[config.mk]
export PLATFORM = sky130hd
export DESIGN_NAME = exe_top
export DESIGN_NICKNAME = d
export VERILOG_FILES = /design/src/rv_isa_pkg.sv /design/src/exe_pkg.sv /design/src/exe_decode.sv /design/src/exe_compute.sv /design/src/exe_mem_reg.sv /design/src/exe_top.sv
export VERILOG_INCLUDE_DIRS = /design/src /design/src/include
export SDC_FILE = /design/constraint.sdc
export NUM_CORES = 1
export LEC_CHECK = 0
export ABC_AREA = 1
export BUFFER_PORTS_ARGS = -buffer_cell sky130_fd_sc_hd__buf_2
export CORE_MARGIN = 2
export CORE_UTILIZATION = 55
export CTS_CLUSTER_DIAMETER = 200
export DETAILED_ROUTE_END_ITERATION = 8
export GPL_ROUTABILITY_DRIVEN = 0
export PLACE_DENSITY = 0.8
export SLEW_MARGIN = 20
export SYNTH_ARGS = -nofsm -noshare
export SYNTH_HDL_FRONTEND = slang
export SYNTH_HIERARCHICAL = 1
export SYNTH_SLANG_ARGS = --single-unit
[constraint.sdc]
create_clock -name clk_i -period 6.1 [get_ports clk_i]
set_input_delay 1.83 -clock clk_i [delete_from_list [all_inputs] [get_ports clk_i]]
set_output_delay 1.83 -clock clk_i [all_outputs]
set_load 0.02 [all_outputs]
[src/include/exe_settings.svh]
`ifndef EXE_SETTINGS_SVH
`define EXE_SETTINGS_SVH

// datapath widths of the execute stage

`define XLEN       32  // data and address
`define INST_W     32
`define REG_ADDR_W 5   // x0..x31
`define MEM_OP_W   4   // memory op code toward the memory stage

`endif

[src/rv_isa_pkg.sv]
`default_nettype none
`include "exe_settings.svh"

package rv_isa_pkg;

    // major opcodes handled by the stage
    typedef enum logic [6:0] {
        OPC_OP_IMM = 7'b0010011,
        OPC_OP     = 7'b0110011,
        OPC_LUI    = 7'b0110111,
        OPC_AUIPC  = 7'b0010111,
        OPC_LOAD   = 7'b0000011,
        OPC_STORE  = 7'b0100011,
        OPC_BRANCH = 7'b1100011,
        OPC_JAL    = 7'b1101111,
        OPC_JALR   = 7'b1100111
    } opcode_e;

    typedef enum logic [2:0] {
        F3_ADD_SUB = 3'b000,
        F3_SLL     = 3'b001,
        F3_SLT     = 3'b010,
        F3_SLTU    = 3'b011,
        F3_XOR     = 3'b100,
        F3_SRL_SRA = 3'b101,
        F3_OR      = 3'b110,
        F3_AND     = 3'b111
    } funct3_alu_e;

    typedef enum logic [2:0] {
        F3_BEQ  = 3'b000,
        F3_BNE  = 3'b001,
        F3_BLT  = 3'b100,
        F3_BGE  = 3'b101,
        F3_BLTU = 3'b110,
        F3_BGEU = 3'b111
    } funct3_br_e;

    typedef enum logic [2:0] {
        F3_LB  = 3'b000,
        F3_LH  = 3'b001,
        F3_LW  = 3'b010,
        F3_LBU = 3'b100,
        F3_LHU = 3'b101
    } funct3_ld_e;

    typedef enum logic [2:0] {
        F3_SB = 3'b000,
        F3_SH = 3'b001,
        F3_SW = 3'b010
    } funct3_st_e;

    localparam logic [6:0] FUNCT7_BASE = 7'b0000000;
    localparam logic [6:0] FUNCT7_ALT  = 7'b0100000;  // sub, sra

    typedef struct packed {
        logic [6:0]             funct7;
        logic [`REG_ADDR_W-1:0] rs2;
        logic [`REG_ADDR_W-1:0] rs1;
        logic [2:0]             funct3;
        logic [`REG_ADDR_W-1:0] rd;
        opcode_e                opcode;
    } r_fmt_t;

    typedef struct packed {
        logic [11:0]            imm;
        logic [`REG_ADDR_W-1:0] rs1;
        logic [2:0]             funct3;
        logic [`REG_ADDR_W-1:0] rd;
        opcode_e                opcode;
    } i_fmt_t;

    typedef struct packed {
        logic [6:0]             imm_hi;  // imm[11:5]
        logic [`REG_ADDR_W-1:0] rs2;
        logic [`REG_ADDR_W-1:0] rs1;
        logic [2:0]             funct3;
        logic [4:0]             imm_lo;  // imm[4:0]
        opcode_e                opcode;
    } s_fmt_t;

    typedef struct packed {
        logic                   imm_12;
        logic [5:0]             imm_10_5;
        logic [`REG_ADDR_W-1:0] rs2;
        logic [`REG_ADDR_W-1:0] rs1;
        logic [2:0]             funct3;
        logic [3:0]             imm_4_1;
        logic                   imm_11;
        opcode_e                opcode;
    } b_fmt_t;

    typedef union packed {
        r_fmt_t r_view;
        i_fmt_t i_view;
        s_fmt_t s_view;
        b_fmt_t b_view;
    } inst_u;

endpackage

`default_nettype wire

[src/exe_pkg.sv]
`default_nettype none
`include "exe_settings.svh"

package exe_pkg;

    // operands and instruction from the decode stage
    typedef struct packed {
        logic [`XLEN-1:0]       op1;
        logic [`XLEN-1:0]       op2;     // holds the immediate for op-imm
        logic [`INST_W-1:0]     inst;
        logic [`XLEN-1:0]       pc;
        logic [`REG_ADDR_W-1:0] rd;
        logic                   rd_we;
    } id_exe_t;

    typedef enum logic [2:0] {
        CLS_ALU, CLS_LUI_AUIPC, CLS_LOAD, CLS_STORE,
        CLS_BRANCH, CLS_JAL, CLS_JALR, CLS_ILLEGAL
    } uop_class_e;

    typedef enum logic [3:0] {
        ALU_ADD, ALU_SUB, ALU_AND, ALU_OR, ALU_XOR,
        ALU_SLT, ALU_SLTU, ALU_SLL, ALU_SRL, ALU_SRA
    } alu_op_e;

    typedef enum logic [`MEM_OP_W-1:0] {
        MEM_NOP = 0, LB, LH, LW, LBU, LHU, SB, SH, SW
    } mem_op_e;

    typedef struct packed {
        uop_class_e             cls;
        alu_op_e                alu_op;
        rv_isa_pkg::funct3_br_e br_funct3;
        mem_op_e                mem_op;
        logic [`XLEN-1:0]       op1;
        logic [`XLEN-1:0]       op2;
        logic [`XLEN-1:0]       imm;     // sign extended
        logic [`XLEN-1:0]       pc;
        logic [`REG_ADDR_W-1:0] rd;
        logic                   rd_we;
    } uop_t;

    typedef struct packed {
        logic                   we;
        logic [`REG_ADDR_W-1:0] waddr;
        logic [`XLEN-1:0]       wdata;
    } reg_wr_t;

    typedef struct packed {
        logic             we;
        mem_op_e          op;
        logic [`XLEN-1:0] addr;
        logic [`XLEN-1:0] data;
    } mem_req_t;

    typedef struct packed {
        reg_wr_t  reg_wr;
        mem_req_t mem;
    } exe_mem_t;

    typedef struct packed {
        logic             enable;
        logic [`XLEN-1:0] addr;
    } jump_t;

endpackage

`default_nettype wire

[src/exe_decode.sv]
`timescale 1ns/1ps
`default_nettype none
`include "exe_settings.svh"

module exe_decode (
    input  wire exe_pkg::id_exe_t id_exe_i,
    output exe_pkg::uop_t         uop_o
);

    rv_isa_pkg::inst_u inst;
    logic [`XLEN-1:0]  imm_i;
    logic [`XLEN-1:0]  imm_s;
    logic [`XLEN-1:0]  imm_b;
    logic [`XLEN-1:0]  imm_j;
    logic              f7_ok;
    logic              f7_alt;

    function automatic exe_pkg::alu_op_e alu_sel(input logic [2:0] f3, input logic alt,
                                                 input logic sub_ok);
        case (rv_isa_pkg::funct3_alu_e'(f3))
            rv_isa_pkg::F3_ADD_SUB: alu_sel = (alt && sub_ok) ? exe_pkg::ALU_SUB : exe_pkg::ALU_ADD;
            rv_isa_pkg::F3_SLL:     alu_sel = exe_pkg::ALU_SLL;
            rv_isa_pkg::F3_SLT:     alu_sel = exe_pkg::ALU_SLT;
            rv_isa_pkg::F3_SLTU:    alu_sel = exe_pkg::ALU_SLTU;
            rv_isa_pkg::F3_XOR:     alu_sel = exe_pkg::ALU_XOR;
            rv_isa_pkg::F3_SRL_SRA: alu_sel = alt ? exe_pkg::ALU_SRA : exe_pkg::ALU_SRL;
            rv_isa_pkg::F3_OR:      alu_sel = exe_pkg::ALU_OR;
            default:                alu_sel = exe_pkg::ALU_AND;
        endcase
    endfunction

    assign inst = id_exe_i.inst;

    assign imm_i = {{(`XLEN-12){inst.i_view.imm[11]}}, inst.i_view.imm};
    assign imm_s = {{(`XLEN-12){inst.s_view.imm_hi[6]}}, inst.s_view.imm_hi, inst.s_view.imm_lo};
    assign imm_b = {{(`XLEN-13){inst.b_view.imm_12}}, inst.b_view.imm_12, inst.b_view.imm_11,
                    inst.b_view.imm_10_5, inst.b_view.imm_4_1, 1'b0};
    // J immediate is scattered over the R fields
    assign imm_j = {{(`XLEN-21){inst.r_view.funct7[6]}}, inst.r_view.funct7[6], inst.r_view.rs1,
                    inst.r_view.funct3, inst.r_view.rs2[0], inst.r_view.funct7[5:0],
                    inst.r_view.rs2[4:1], 1'b0};

    assign f7_alt = (inst.r_view.funct7 == rv_isa_pkg::FUNCT7_ALT);
    assign f7_ok  = (inst.r_view.funct7 == rv_isa_pkg::FUNCT7_BASE) || f7_alt;

    always_comb begin
        uop_o           = '0;
        uop_o.cls       = exe_pkg::CLS_ILLEGAL;  // bubble unless matched below
        uop_o.alu_op    = alu_sel(inst.r_view.funct3, f7_alt,
                                  inst.r_view.opcode == rv_isa_pkg::OPC_OP);
        uop_o.br_funct3 = rv_isa_pkg::funct3_br_e'(inst.b_view.funct3);
        uop_o.mem_op    = exe_pkg::MEM_NOP;
        uop_o.op1       = id_exe_i.op1;
        uop_o.op2       = id_exe_i.op2;
        uop_o.pc        = id_exe_i.pc;
        uop_o.rd        = id_exe_i.rd;
        case (inst.r_view.opcode)
            rv_isa_pkg::OPC_OP_IMM: begin
                // funct7 only qualifies the shifts here
                if (f7_ok || (inst.r_view.funct3 != rv_isa_pkg::F3_SLL
                              && inst.r_view.funct3 != rv_isa_pkg::F3_SRL_SRA)) begin
                    uop_o.cls = exe_pkg::CLS_ALU;
                end
            end
            rv_isa_pkg::OPC_OP: if (f7_ok) uop_o.cls = exe_pkg::CLS_ALU;
            rv_isa_pkg::OPC_LUI, rv_isa_pkg::OPC_AUIPC: uop_o.cls = exe_pkg::CLS_LUI_AUIPC;
            rv_isa_pkg::OPC_LOAD: begin
                uop_o.imm = imm_i;
                case (rv_isa_pkg::funct3_ld_e'(inst.i_view.funct3))
                    rv_isa_pkg::F3_LB:  uop_o.mem_op = exe_pkg::LB;
                    rv_isa_pkg::F3_LH:  uop_o.mem_op = exe_pkg::LH;
                    rv_isa_pkg::F3_LW:  uop_o.mem_op = exe_pkg::LW;
                    rv_isa_pkg::F3_LBU: uop_o.mem_op = exe_pkg::LBU;
                    rv_isa_pkg::F3_LHU: uop_o.mem_op = exe_pkg::LHU;
                    default:            uop_o.mem_op = exe_pkg::MEM_NOP;
                endcase
                if (uop_o.mem_op != exe_pkg::MEM_NOP) uop_o.cls = exe_pkg::CLS_LOAD;
            end
            rv_isa_pkg::OPC_STORE: begin
                uop_o.imm = imm_s;
                case (rv_isa_pkg::funct3_st_e'(inst.s_view.funct3))
                    rv_isa_pkg::F3_SB: uop_o.mem_op = exe_pkg::SB;
                    rv_isa_pkg::F3_SH: uop_o.mem_op = exe_pkg::SH;
                    rv_isa_pkg::F3_SW: uop_o.mem_op = exe_pkg::SW;
                    default:           uop_o.mem_op = exe_pkg::MEM_NOP;
                endcase
                if (uop_o.mem_op != exe_pkg::MEM_NOP) uop_o.cls = exe_pkg::CLS_STORE;
            end
            rv_isa_pkg::OPC_BRANCH: begin
                uop_o.imm = imm_b;
                // 010/011 unused
                if (inst.b_view.funct3[2:1] != 2'b01) uop_o.cls = exe_pkg::CLS_BRANCH;
            end
            rv_isa_pkg::OPC_JAL: begin
                uop_o.imm = imm_j;
                uop_o.cls = exe_pkg::CLS_JAL;
            end
            rv_isa_pkg::OPC_JALR: begin
                uop_o.imm = imm_i;
                uop_o.cls = exe_pkg::CLS_JALR;
            end
            default: ;
        endcase
        // only classes that write rd keep the write enable
        case (uop_o.cls)
            exe_pkg::CLS_ALU, exe_pkg::CLS_LUI_AUIPC, exe_pkg::CLS_LOAD,
            exe_pkg::CLS_JAL, exe_pkg::CLS_JALR: uop_o.rd_we = id_exe_i.rd_we;
            default:                             uop_o.rd_we = 1'b0;
        endcase
    end

endmodule

`default_nettype wire

[src/exe_compute.sv]
`timescale 1ns/1ps
`default_nettype none
`include "exe_settings.svh"

module exe_compute (
    input  wire                  rst_i,
    input  wire exe_pkg::uop_t   uop_i,
    output exe_pkg::exe_mem_t    exe_res_o,
    output exe_pkg::jump_t       jump_o
);

    logic [`XLEN-1:0] alu_res;
    logic [`XLEN-1:0] mem_addr;
    logic [`XLEN-1:0] link;
    logic [`XLEN-1:0] jump_addr;
    logic [4:0]       shamt;
    logic             br_taken;
    logic             jump_en;

    assign shamt    = uop_i.op2[4:0];
    assign mem_addr = uop_i.op1 + uop_i.imm;  // load and store
    assign link     = uop_i.pc + `XLEN'(4);

    always_comb begin
        case (uop_i.alu_op)
            exe_pkg::ALU_ADD:  alu_res = uop_i.op1 + uop_i.op2;
            exe_pkg::ALU_SUB:  alu_res = uop_i.op1 - uop_i.op2;
            exe_pkg::ALU_AND:  alu_res = uop_i.op1 & uop_i.op2;
            exe_pkg::ALU_OR:   alu_res = uop_i.op1 | uop_i.op2;
            exe_pkg::ALU_XOR:  alu_res = uop_i.op1 ^ uop_i.op2;
            exe_pkg::ALU_SLT:  alu_res = `XLEN'($signed(uop_i.op1) < $signed(uop_i.op2));
            exe_pkg::ALU_SLTU: alu_res = `XLEN'(uop_i.op1 < uop_i.op2);
            exe_pkg::ALU_SLL:  alu_res = uop_i.op1 << shamt;
            exe_pkg::ALU_SRL:  alu_res = uop_i.op1 >> shamt;
            exe_pkg::ALU_SRA:  alu_res = $signed(uop_i.op1) >>> shamt;
            default:           alu_res = '0;
        endcase
    end

    always_comb begin
        case (uop_i.br_funct3)
            rv_isa_pkg::F3_BEQ:  br_taken = (uop_i.op1 == uop_i.op2);
            rv_isa_pkg::F3_BNE:  br_taken = (uop_i.op1 != uop_i.op2);
            rv_isa_pkg::F3_BLT:  br_taken = $signed(uop_i.op1) < $signed(uop_i.op2);
            rv_isa_pkg::F3_BGE:  br_taken = $signed(uop_i.op1) >= $signed(uop_i.op2);
            rv_isa_pkg::F3_BLTU: br_taken = uop_i.op1 < uop_i.op2;
            rv_isa_pkg::F3_BGEU: br_taken = uop_i.op1 >= uop_i.op2;
            default:             br_taken = 1'b0;
        endcase
    end

    always_comb begin
        exe_res_o = '0;  // no writes, MEM_NOP
        jump_en   = 1'b0;
        jump_addr = '0;
        case (uop_i.cls)
            exe_pkg::CLS_ALU: begin
                exe_res_o.reg_wr.we    = uop_i.rd_we;
                exe_res_o.reg_wr.waddr = uop_i.rd;
                exe_res_o.reg_wr.wdata = alu_res;
            end
            exe_pkg::CLS_LUI_AUIPC: begin
                // upstream puts the upper immediate and zero or pc in the operands
                exe_res_o.reg_wr.we    = uop_i.rd_we;
                exe_res_o.reg_wr.waddr = uop_i.rd;
                exe_res_o.reg_wr.wdata = uop_i.op1 + uop_i.op2;
            end
            exe_pkg::CLS_LOAD: begin
                exe_res_o.reg_wr.we    = uop_i.rd_we;  // data filled in by mem stage
                exe_res_o.reg_wr.waddr = uop_i.rd;
                exe_res_o.mem.op       = uop_i.mem_op;
                exe_res_o.mem.addr     = mem_addr;
            end
            exe_pkg::CLS_STORE: begin
                exe_res_o.mem.we   = 1'b1;
                exe_res_o.mem.op   = uop_i.mem_op;
                exe_res_o.mem.addr = mem_addr;
                exe_res_o.mem.data = uop_i.op2;
            end
            exe_pkg::CLS_BRANCH: begin
                jump_en   = br_taken;
                jump_addr = uop_i.pc + uop_i.imm;
            end
            exe_pkg::CLS_JAL, exe_pkg::CLS_JALR: begin
                exe_res_o.reg_wr.we    = uop_i.rd_we;
                exe_res_o.reg_wr.waddr = uop_i.rd;
                exe_res_o.reg_wr.wdata = link;
                jump_en                = 1'b1;
                jump_addr              = (uop_i.cls == exe_pkg::CLS_JAL) ? uop_i.pc + uop_i.imm
                                                                         : uop_i.op1 + uop_i.imm;
            end
            default: ;  // illegal acts as bubble
        endcase
    end

    assign jump_o = {jump_en && !rst_i, jump_addr};  // pipeline ctrl must not redirect in reset

    // memory stage only takes a write with a store op
    always_comb begin
        assert final (!exe_res_o.mem.we
                      || exe_res_o.mem.op inside {exe_pkg::SB, exe_pkg::SH, exe_pkg::SW})
            else $error("exe_compute: mem write without a store op");
    end

endmodule

`default_nettype wire

[src/exe_mem_reg.sv]
`timescale 1ns/1ps
`default_nettype none

module exe_mem_reg (
    input  wire                    clk_i,
    input  wire                    rst_i,
    input  wire exe_pkg::exe_mem_t exe_res_i,
    output exe_pkg::exe_mem_t      exe_mem_o
);

    always_ff @(posedge clk_i) begin
        if (rst_i) begin
            exe_mem_o.reg_wr.we    <= 1'b0;
            exe_mem_o.reg_wr.waddr <= '0;
            exe_mem_o.reg_wr.wdata <= '0;
            exe_mem_o.mem.we       <= 1'b0;
            exe_mem_o.mem.op       <= exe_pkg::MEM_NOP;
            exe_mem_o.mem.addr     <= '0;
            exe_mem_o.mem.data     <= '0;
        end else begin
            exe_mem_o <= exe_res_i;  // no stall, loads every cycle
        end
    end

    // compute never asks for a reg write and a mem write at once
    assert property (@(posedge clk_i)
        !(exe_res_i.reg_wr.we && exe_res_i.mem.we))
        else $error("exe_mem_reg: reg write and mem write together");

endmodule

`default_nettype wire

[src/exe_top.sv]
`timescale 1ns/1ps
`default_nettype none

module exe_top (
    input  wire                    clk_i,
    input  wire                    rst_i,
    input  wire exe_pkg::id_exe_t  id_exe_i,
    output exe_pkg::exe_mem_t      exe_mem_o,
    output exe_pkg::jump_t         jump_o
);

    exe_pkg::uop_t     uop;
    exe_pkg::exe_mem_t exe_res;

    exe_decode u_decode (
        .id_exe_i (id_exe_i),
        .uop_o    (uop)
    );

    exe_compute u_compute (
        .rst_i     (rst_i),
        .uop_i     (uop),
        .exe_res_o (exe_res),
        .jump_o    (jump_o)   // straight to pipeline ctrl
    );

    exe_mem_reg u_exe_mem (
        .clk_i     (clk_i),
        .rst_i     (rst_i),
        .exe_res_i (exe_res),
        .exe_mem_o (exe_mem_o)
    );

endmodule

`default_nettype wire

==> summary.md, run 1 <==
| Metric | Value |
|---|---|
| Final HPWL DP | between 70,000 and 80,000 um |
| Number of enable flip-flop cells after synthesis | 0 |
| Hold_buf cts | 0 |
| IO Pins | around 280 |
| H-Tree Depth | 3 |
| Num CTS Buffers | 9 |
| Mean Syn Cell Area | roughly 5.6 um^2 |
| Root Buffer | clkbuf_16 |
| Yosys reg bits | ~110 |
| Post-synth ARST share | 0% |
| Synth cell types | between 60 and 70 |
| Die W | 191 um |
| Cells after Synth | roughly 3,500 |
| Halt Stage | global routing |
| Worst EP kind | output port |
| Synth Cell Area | 19,200 um^2 |
| Clock sink total | ~110 |
| Status | did not finish |
| Synth Flop Type | dfxtp_1 |
| Synth Net Count | between 3,000 and 4,000 |
| GRT Resource Usage Total | about nine tenths |
| Placed cell area | between 20,000 and 25,000 um^2 |
| Rows | slightly below 70 |
| Seq/Total Area, Yosys | ~11% |
| Initial Utilization | a little under three fifths |
| Error msg | [ERROR GRT-0232] Routing congestion too high. Check the congestion heatmap in the GUI. |
| Pin count of the biggest net entering global routing | 77 |
| Grt repair worst endpoint | jump_o[30] |
| Yosys warning count | 6 |
| IO buf count | roughly 280 |
| Die height | ~190 um |
| Gr ovfl total | 940 |
| CTS Buffer Depth | 2 |
==> cell families after synthesis <==
kind of cell	share of synthesized area, %
AND/OR/NAND/NOR	36.9
AO/OA/AOI/OAI	21.0
XOR/XNOR	2.46
flip-flops	11.1
multiplexers	0.365
adder cells (fa/ha/maj)	11.1
buffers and inverters	17.1
==> metal layers <==
| metal | global-route usage [%] | GRT overflow |
|---|---|---|
| met1 | 85.1 | 90 |
| met2 | 98.5 | 484 |
| met3 | 79.1 | 70 |
| met4 | 93.6 | 288 |
| met5 | 65.7 | 8 |
==> Yosys cell counts (all sizes together) (6+ instances only) <==
library cell	number	area share [%]
nand2	847	17
inv	490	9.6
nor2	459	9.6
o21ai	297	7.8
nand3	250	6.5
a21oi	224	5.9
buf	180	6.4
ha	164	11
dfxtp	107	11
clkbuf	56	1.1
nor3	44	1.3
xor2	37	1.7
o211ai	34	1.3
nand4	31	1.0
o21bai	29	1.1
o22ai	26	0.85
or2	22	0.72
a21o	19	0.74
xnor2	17	0.77
o21a	13	0.51
nand3b	12	0.47
a31oi	11	0.36
a221oi	10	0.46
o221ai	10	0.46
nor4	9	0.29
mux2i	7	0.36
a211oi	6	0.23
a21boi	6	0.23
==> metrics by stage <==
step           setup TNS, ns  setup WS, ns  utilization [%]  cells  hold slack (ns)
4_1_cts                -2.10        -0.191             70.5   4367             1.70
3_5_place_dp           -9.53        -0.482             65.3   4309             2.12
3_3_place_gp           -7.63        -0.406             65.3   4309             2.11
2_1_floorplan         -0.222       -0.0722                -   3456             2.04
==> what timing repair did <==
| action | CTS |
|---|---|
| gates resized for setup | 280 |
| setup buffers | 43 |
| pin swaps | 65 |
| setup endpoints to repair | 28 |
| cloned | 2 |
==> run 2, diff against run 1 <==
--- a/config.mk
+++ b/config.mk
@@ -9,11 +9,10 @@
 export ABC_AREA = 1
 export BUFFER_PORTS_ARGS = -buffer_cell sky130_fd_sc_hd__buf_2
 export CORE_MARGIN = 2
-export CORE_UTILIZATION = 55
-export CTS_CLUSTER_DIAMETER = 200
+export CORE_UTILIZATION = 40
 export DETAILED_ROUTE_END_ITERATION = 8
 export GPL_ROUTABILITY_DRIVEN = 0
-export PLACE_DENSITY = 0.8
+export PLACE_DENSITY_LB_ADDON = 0.15
 export SLEW_MARGIN = 20
 export SYNTH_ARGS = -nofsm -noshare
 export SYNTH_HDL_FRONTEND = slang
==> constraint.sdc (replaced) <==
create_clock -name clk_i -period 7.9 [get_ports clk_i]
set_input_delay 2.37 -clock clk_i [delete_from_list [all_inputs] [get_ports clk_i]]
set_output_delay 2.37 -clock clk_i [all_outputs]
set_load 0.02 [all_outputs]
==> run 2 against run 1 <==
  * The flow now finishes without violations
  * Area after synthesis stayed put
  * Synthesized cell count stayed put
==> summary.md, run 2 <==
| Metric | Value |
|---|---|
| Status | finished clean |
| Synth Net Count | 3,760 |
| Number of detailed-route iterations in the first pass | 6 |
| Sequential cell area | approximately 2100 um^2 |
| Clk slew on worst S/H paths | ~0.090 ns |
| CTS tree | done |
| Met2 global-route usage | between 40 and 50% |
| HP Start | id_exe_i[3] |
| Most flops, register | u_exe_mem/exe_mem_o |
| Setup TNS Final | 0 ns |
| Crit Path Category | primary input to output port |
| Largest cells by area after synthesis | nand2_1, dfxtp_1, ha_1 |
| Leakage Power | about 11 nW |
| Setup crit end kind | output port |
| Met1 Use GR | 47.7% |
| Number of enable flip-flop cells after synthesis | 0 |
| Yosys top cell area share | 16.4% |
| Cell Pwr Density | 104 nW/um^2 |
| Critical Path RT | 5.53 ns |
| Cells after Synth | approximately 3,500 |
| GRT Resource Usage Total | 34.3% |
| Multi-input logic area | 13,900 um^2 |
| Core footprint | ~48,000 um^2 |
| Max frequency | around 0.13 GHz |
| Final hold vios | 0 |
| CTS Buffer Depth | 2 |
| Seq/Total Area, Yosys | 11.1% |
| Most common cell after layout, fill and taps aside | nand2_1 |
| Die area | 49,800 um^2 |
| Iter 0 DRT Violations | 3,176 |
| GR peak layer | met2 |
| Hold WS | around 2.2 ns |
| Avg WL per Cell | 21.0 um |
| Mean Syn Cell Area | ~5.6 um^2 |
| Peak supply drop | ~0.00012 V |
| Most frequent cells in the layout | nand2_1, inv_1, nor2_1 |
| Crit start category | primary input |
| Crit share post-route | 98.2% |
| Initial Utilization | 40.4% |
| Max reg flops | ~110 |
| DRC | 0 |
| RSZ-0062 raised after global routing | no |
| Final WL | roughly 89,000 um |
| Routed via count | approximately 23,000 |
| Fin crit period | 7.76 ns |
| Post-synth ARST share | 0% |
| Regs by FF count | u_exe_mem/exe_mem_o: 107 flops |
| Worst-Margin Slew | between 1 and 1.5 ns |
| Routing usage on met3 | about 8.3% |
| Data arrival time of the worst path | 5.39 ns |
| Gr ovfl total | 0 |
| CP Max Fanout | 6 |
| Most frequent cells after synthesis | nand2_1, inv_1, nor2_1 |
| IO buf count | 275 |
| Final HPWL DP | roughly 73,000 um |
| Yosys reg bits | 107 |
| Area Growth Syn to Fin | 9.32% |
| Share of cells above drive strength 1 | 12.9% |
| Num CTS Buffers | 9 |
| H-Tree Depth | 3 |
| Rows | 80 |
| Antenna violations before repair | 6 |
| Largest area contributor in the netlist | nand2_1 |
| Fin nets | between 3,000 and 4,000 |
| Vias in the first global route | ~21,000 |
| Most common cell in the synthesized netlist | nand2_1 |
| Root Buffer | clkbuf_16 |
| First-pass GRT wire length | between 100,000 and 150,000 um |
| Post-layout util | 44.2% |
| Die height | 223 um |
| Vias/cell | between 5 and 6 |
| Max-Cap Viols | 0 |
| Crit. Startpoint | id_exe_i[39] |
| Post-DRT Antenna Nets | 0 |
| Fin. max-slew vios | 0 |
| Slew headroom | approximately a third |
| Synth Cell Area | 19,200 um^2 |
| Setup violators final | 0 |
| Yosys warning count | 6 |
| Clock sink total | around 110 |
| Fillers | 5,410 |
| IO Pins | 276 |
| Pin count of the biggest net entering global routing | between 80 and 90 |
| Die W | 223 um |
| Synth cell types | 64 |
| Synth Flop Type | dfxtp_1 |
| Worst Hold Class | primary input to flip-flop |
run 2: area by class of cell:
type / instances / area share [%]
Tap cell: 615 / 3.66
Timing Repair Buffer: 362 / 9.73
Sequential cell: 107 / 10.2
Inverter: 494 / 8.83
Multi-Input combinational cell: 2619 / 66.0
Clock inverter: 7 / 0.470
Clock buffer: 9 / 1.07
Antenna cell: 1 / 0.0119
run 2: worst max-delay path: stages:
cell and delay (ns):
buf_2 0.10, nand2_2 0.12, nor2_1 0.07, nand2_2 0.07, clkinv_1 0.13, buf_4 0.20, a22oi_1 0.17, nand2_1 0.16
ha_1 0.40, nand2_1 0.12, nor2_1 0.14, nand4_1 0.12, o21ai_2 0.40, a21oi_1 0.23, o211ai_1 0.25, nand3_1 0.09
nand2_1 0.08, buf_2 0.16
run 2: cell families (layout without fill, tap and decap cells):
logic type	after synthesis	in the layout	share of synthesized area (%)
other	0	1	0
XOR/XNOR	54	54	2.46
adder cells (fa/ha/maj)	168	168	11.1
flip-flops	107	107	11.1
multiplexers	7	7	0.365
AND/OR/NAND/NOR	1683	1683	36.9
buffers and inverters	730	872	17.1
AO/OA/AOI/OAI	707	707	21.0
run 2: stage by stage:
step | total power [W] | setup slack (ns) | std cells | instance area, um^2
floorplan | 0.00129 | 0.366 | 3456 | 19200
global route | 0.00229 | 0.00307 | 4213 | 21000
detailed placement | 0.00162 | 0.0834 | 4195 | 20600
global placement | 0.00162 | 0.114 | 4195 | 20600
CTS | 0.00216 | 0.0944 | 4211 | 20900
finish | 0.00218 | 0.140 | 4214 | 21000
run 2: metal layers:
| metal | routed length [um] | vias up |
|---|---|---|
| met5 | 65 | - |
| met1 | 38200 | 10351 |
| met4 | 4650 | 10 |
| li1 | - | 11370 |
| met2 | 35400 | 1442 |
| met3 | 10200 | 219 |
run 2: timing repair:
action | CTS | global route
setup buffers | 0 | 2
endpoints found under the setup margin | 0 | 19
hold buffers | 0 | 0
gates resized for setup | 0 | 32
run 2: path summary, 6_finish.rpt:
kind / cells past startpoint / end / slack [ns]
setup / recovery: 18 / jump_o[26] / 0.14
hold / removal: 5 / u_exe_mem/exe_mem_o[103]$_SDFF_PP0_ / 2.23
run 2: power breakdown:
group / internal [W] / switching (W) / total [W]
sequential: 0.000549 / 0.00000353 / 0.000553
clock: 0.000280 / 0.000244 / 0.000525
combinational: 0.000322 / 0.000781 / 0.00110
total: 0.00115 / 0.00103 / 0.00218
Power figures use the tool's default switching activity.
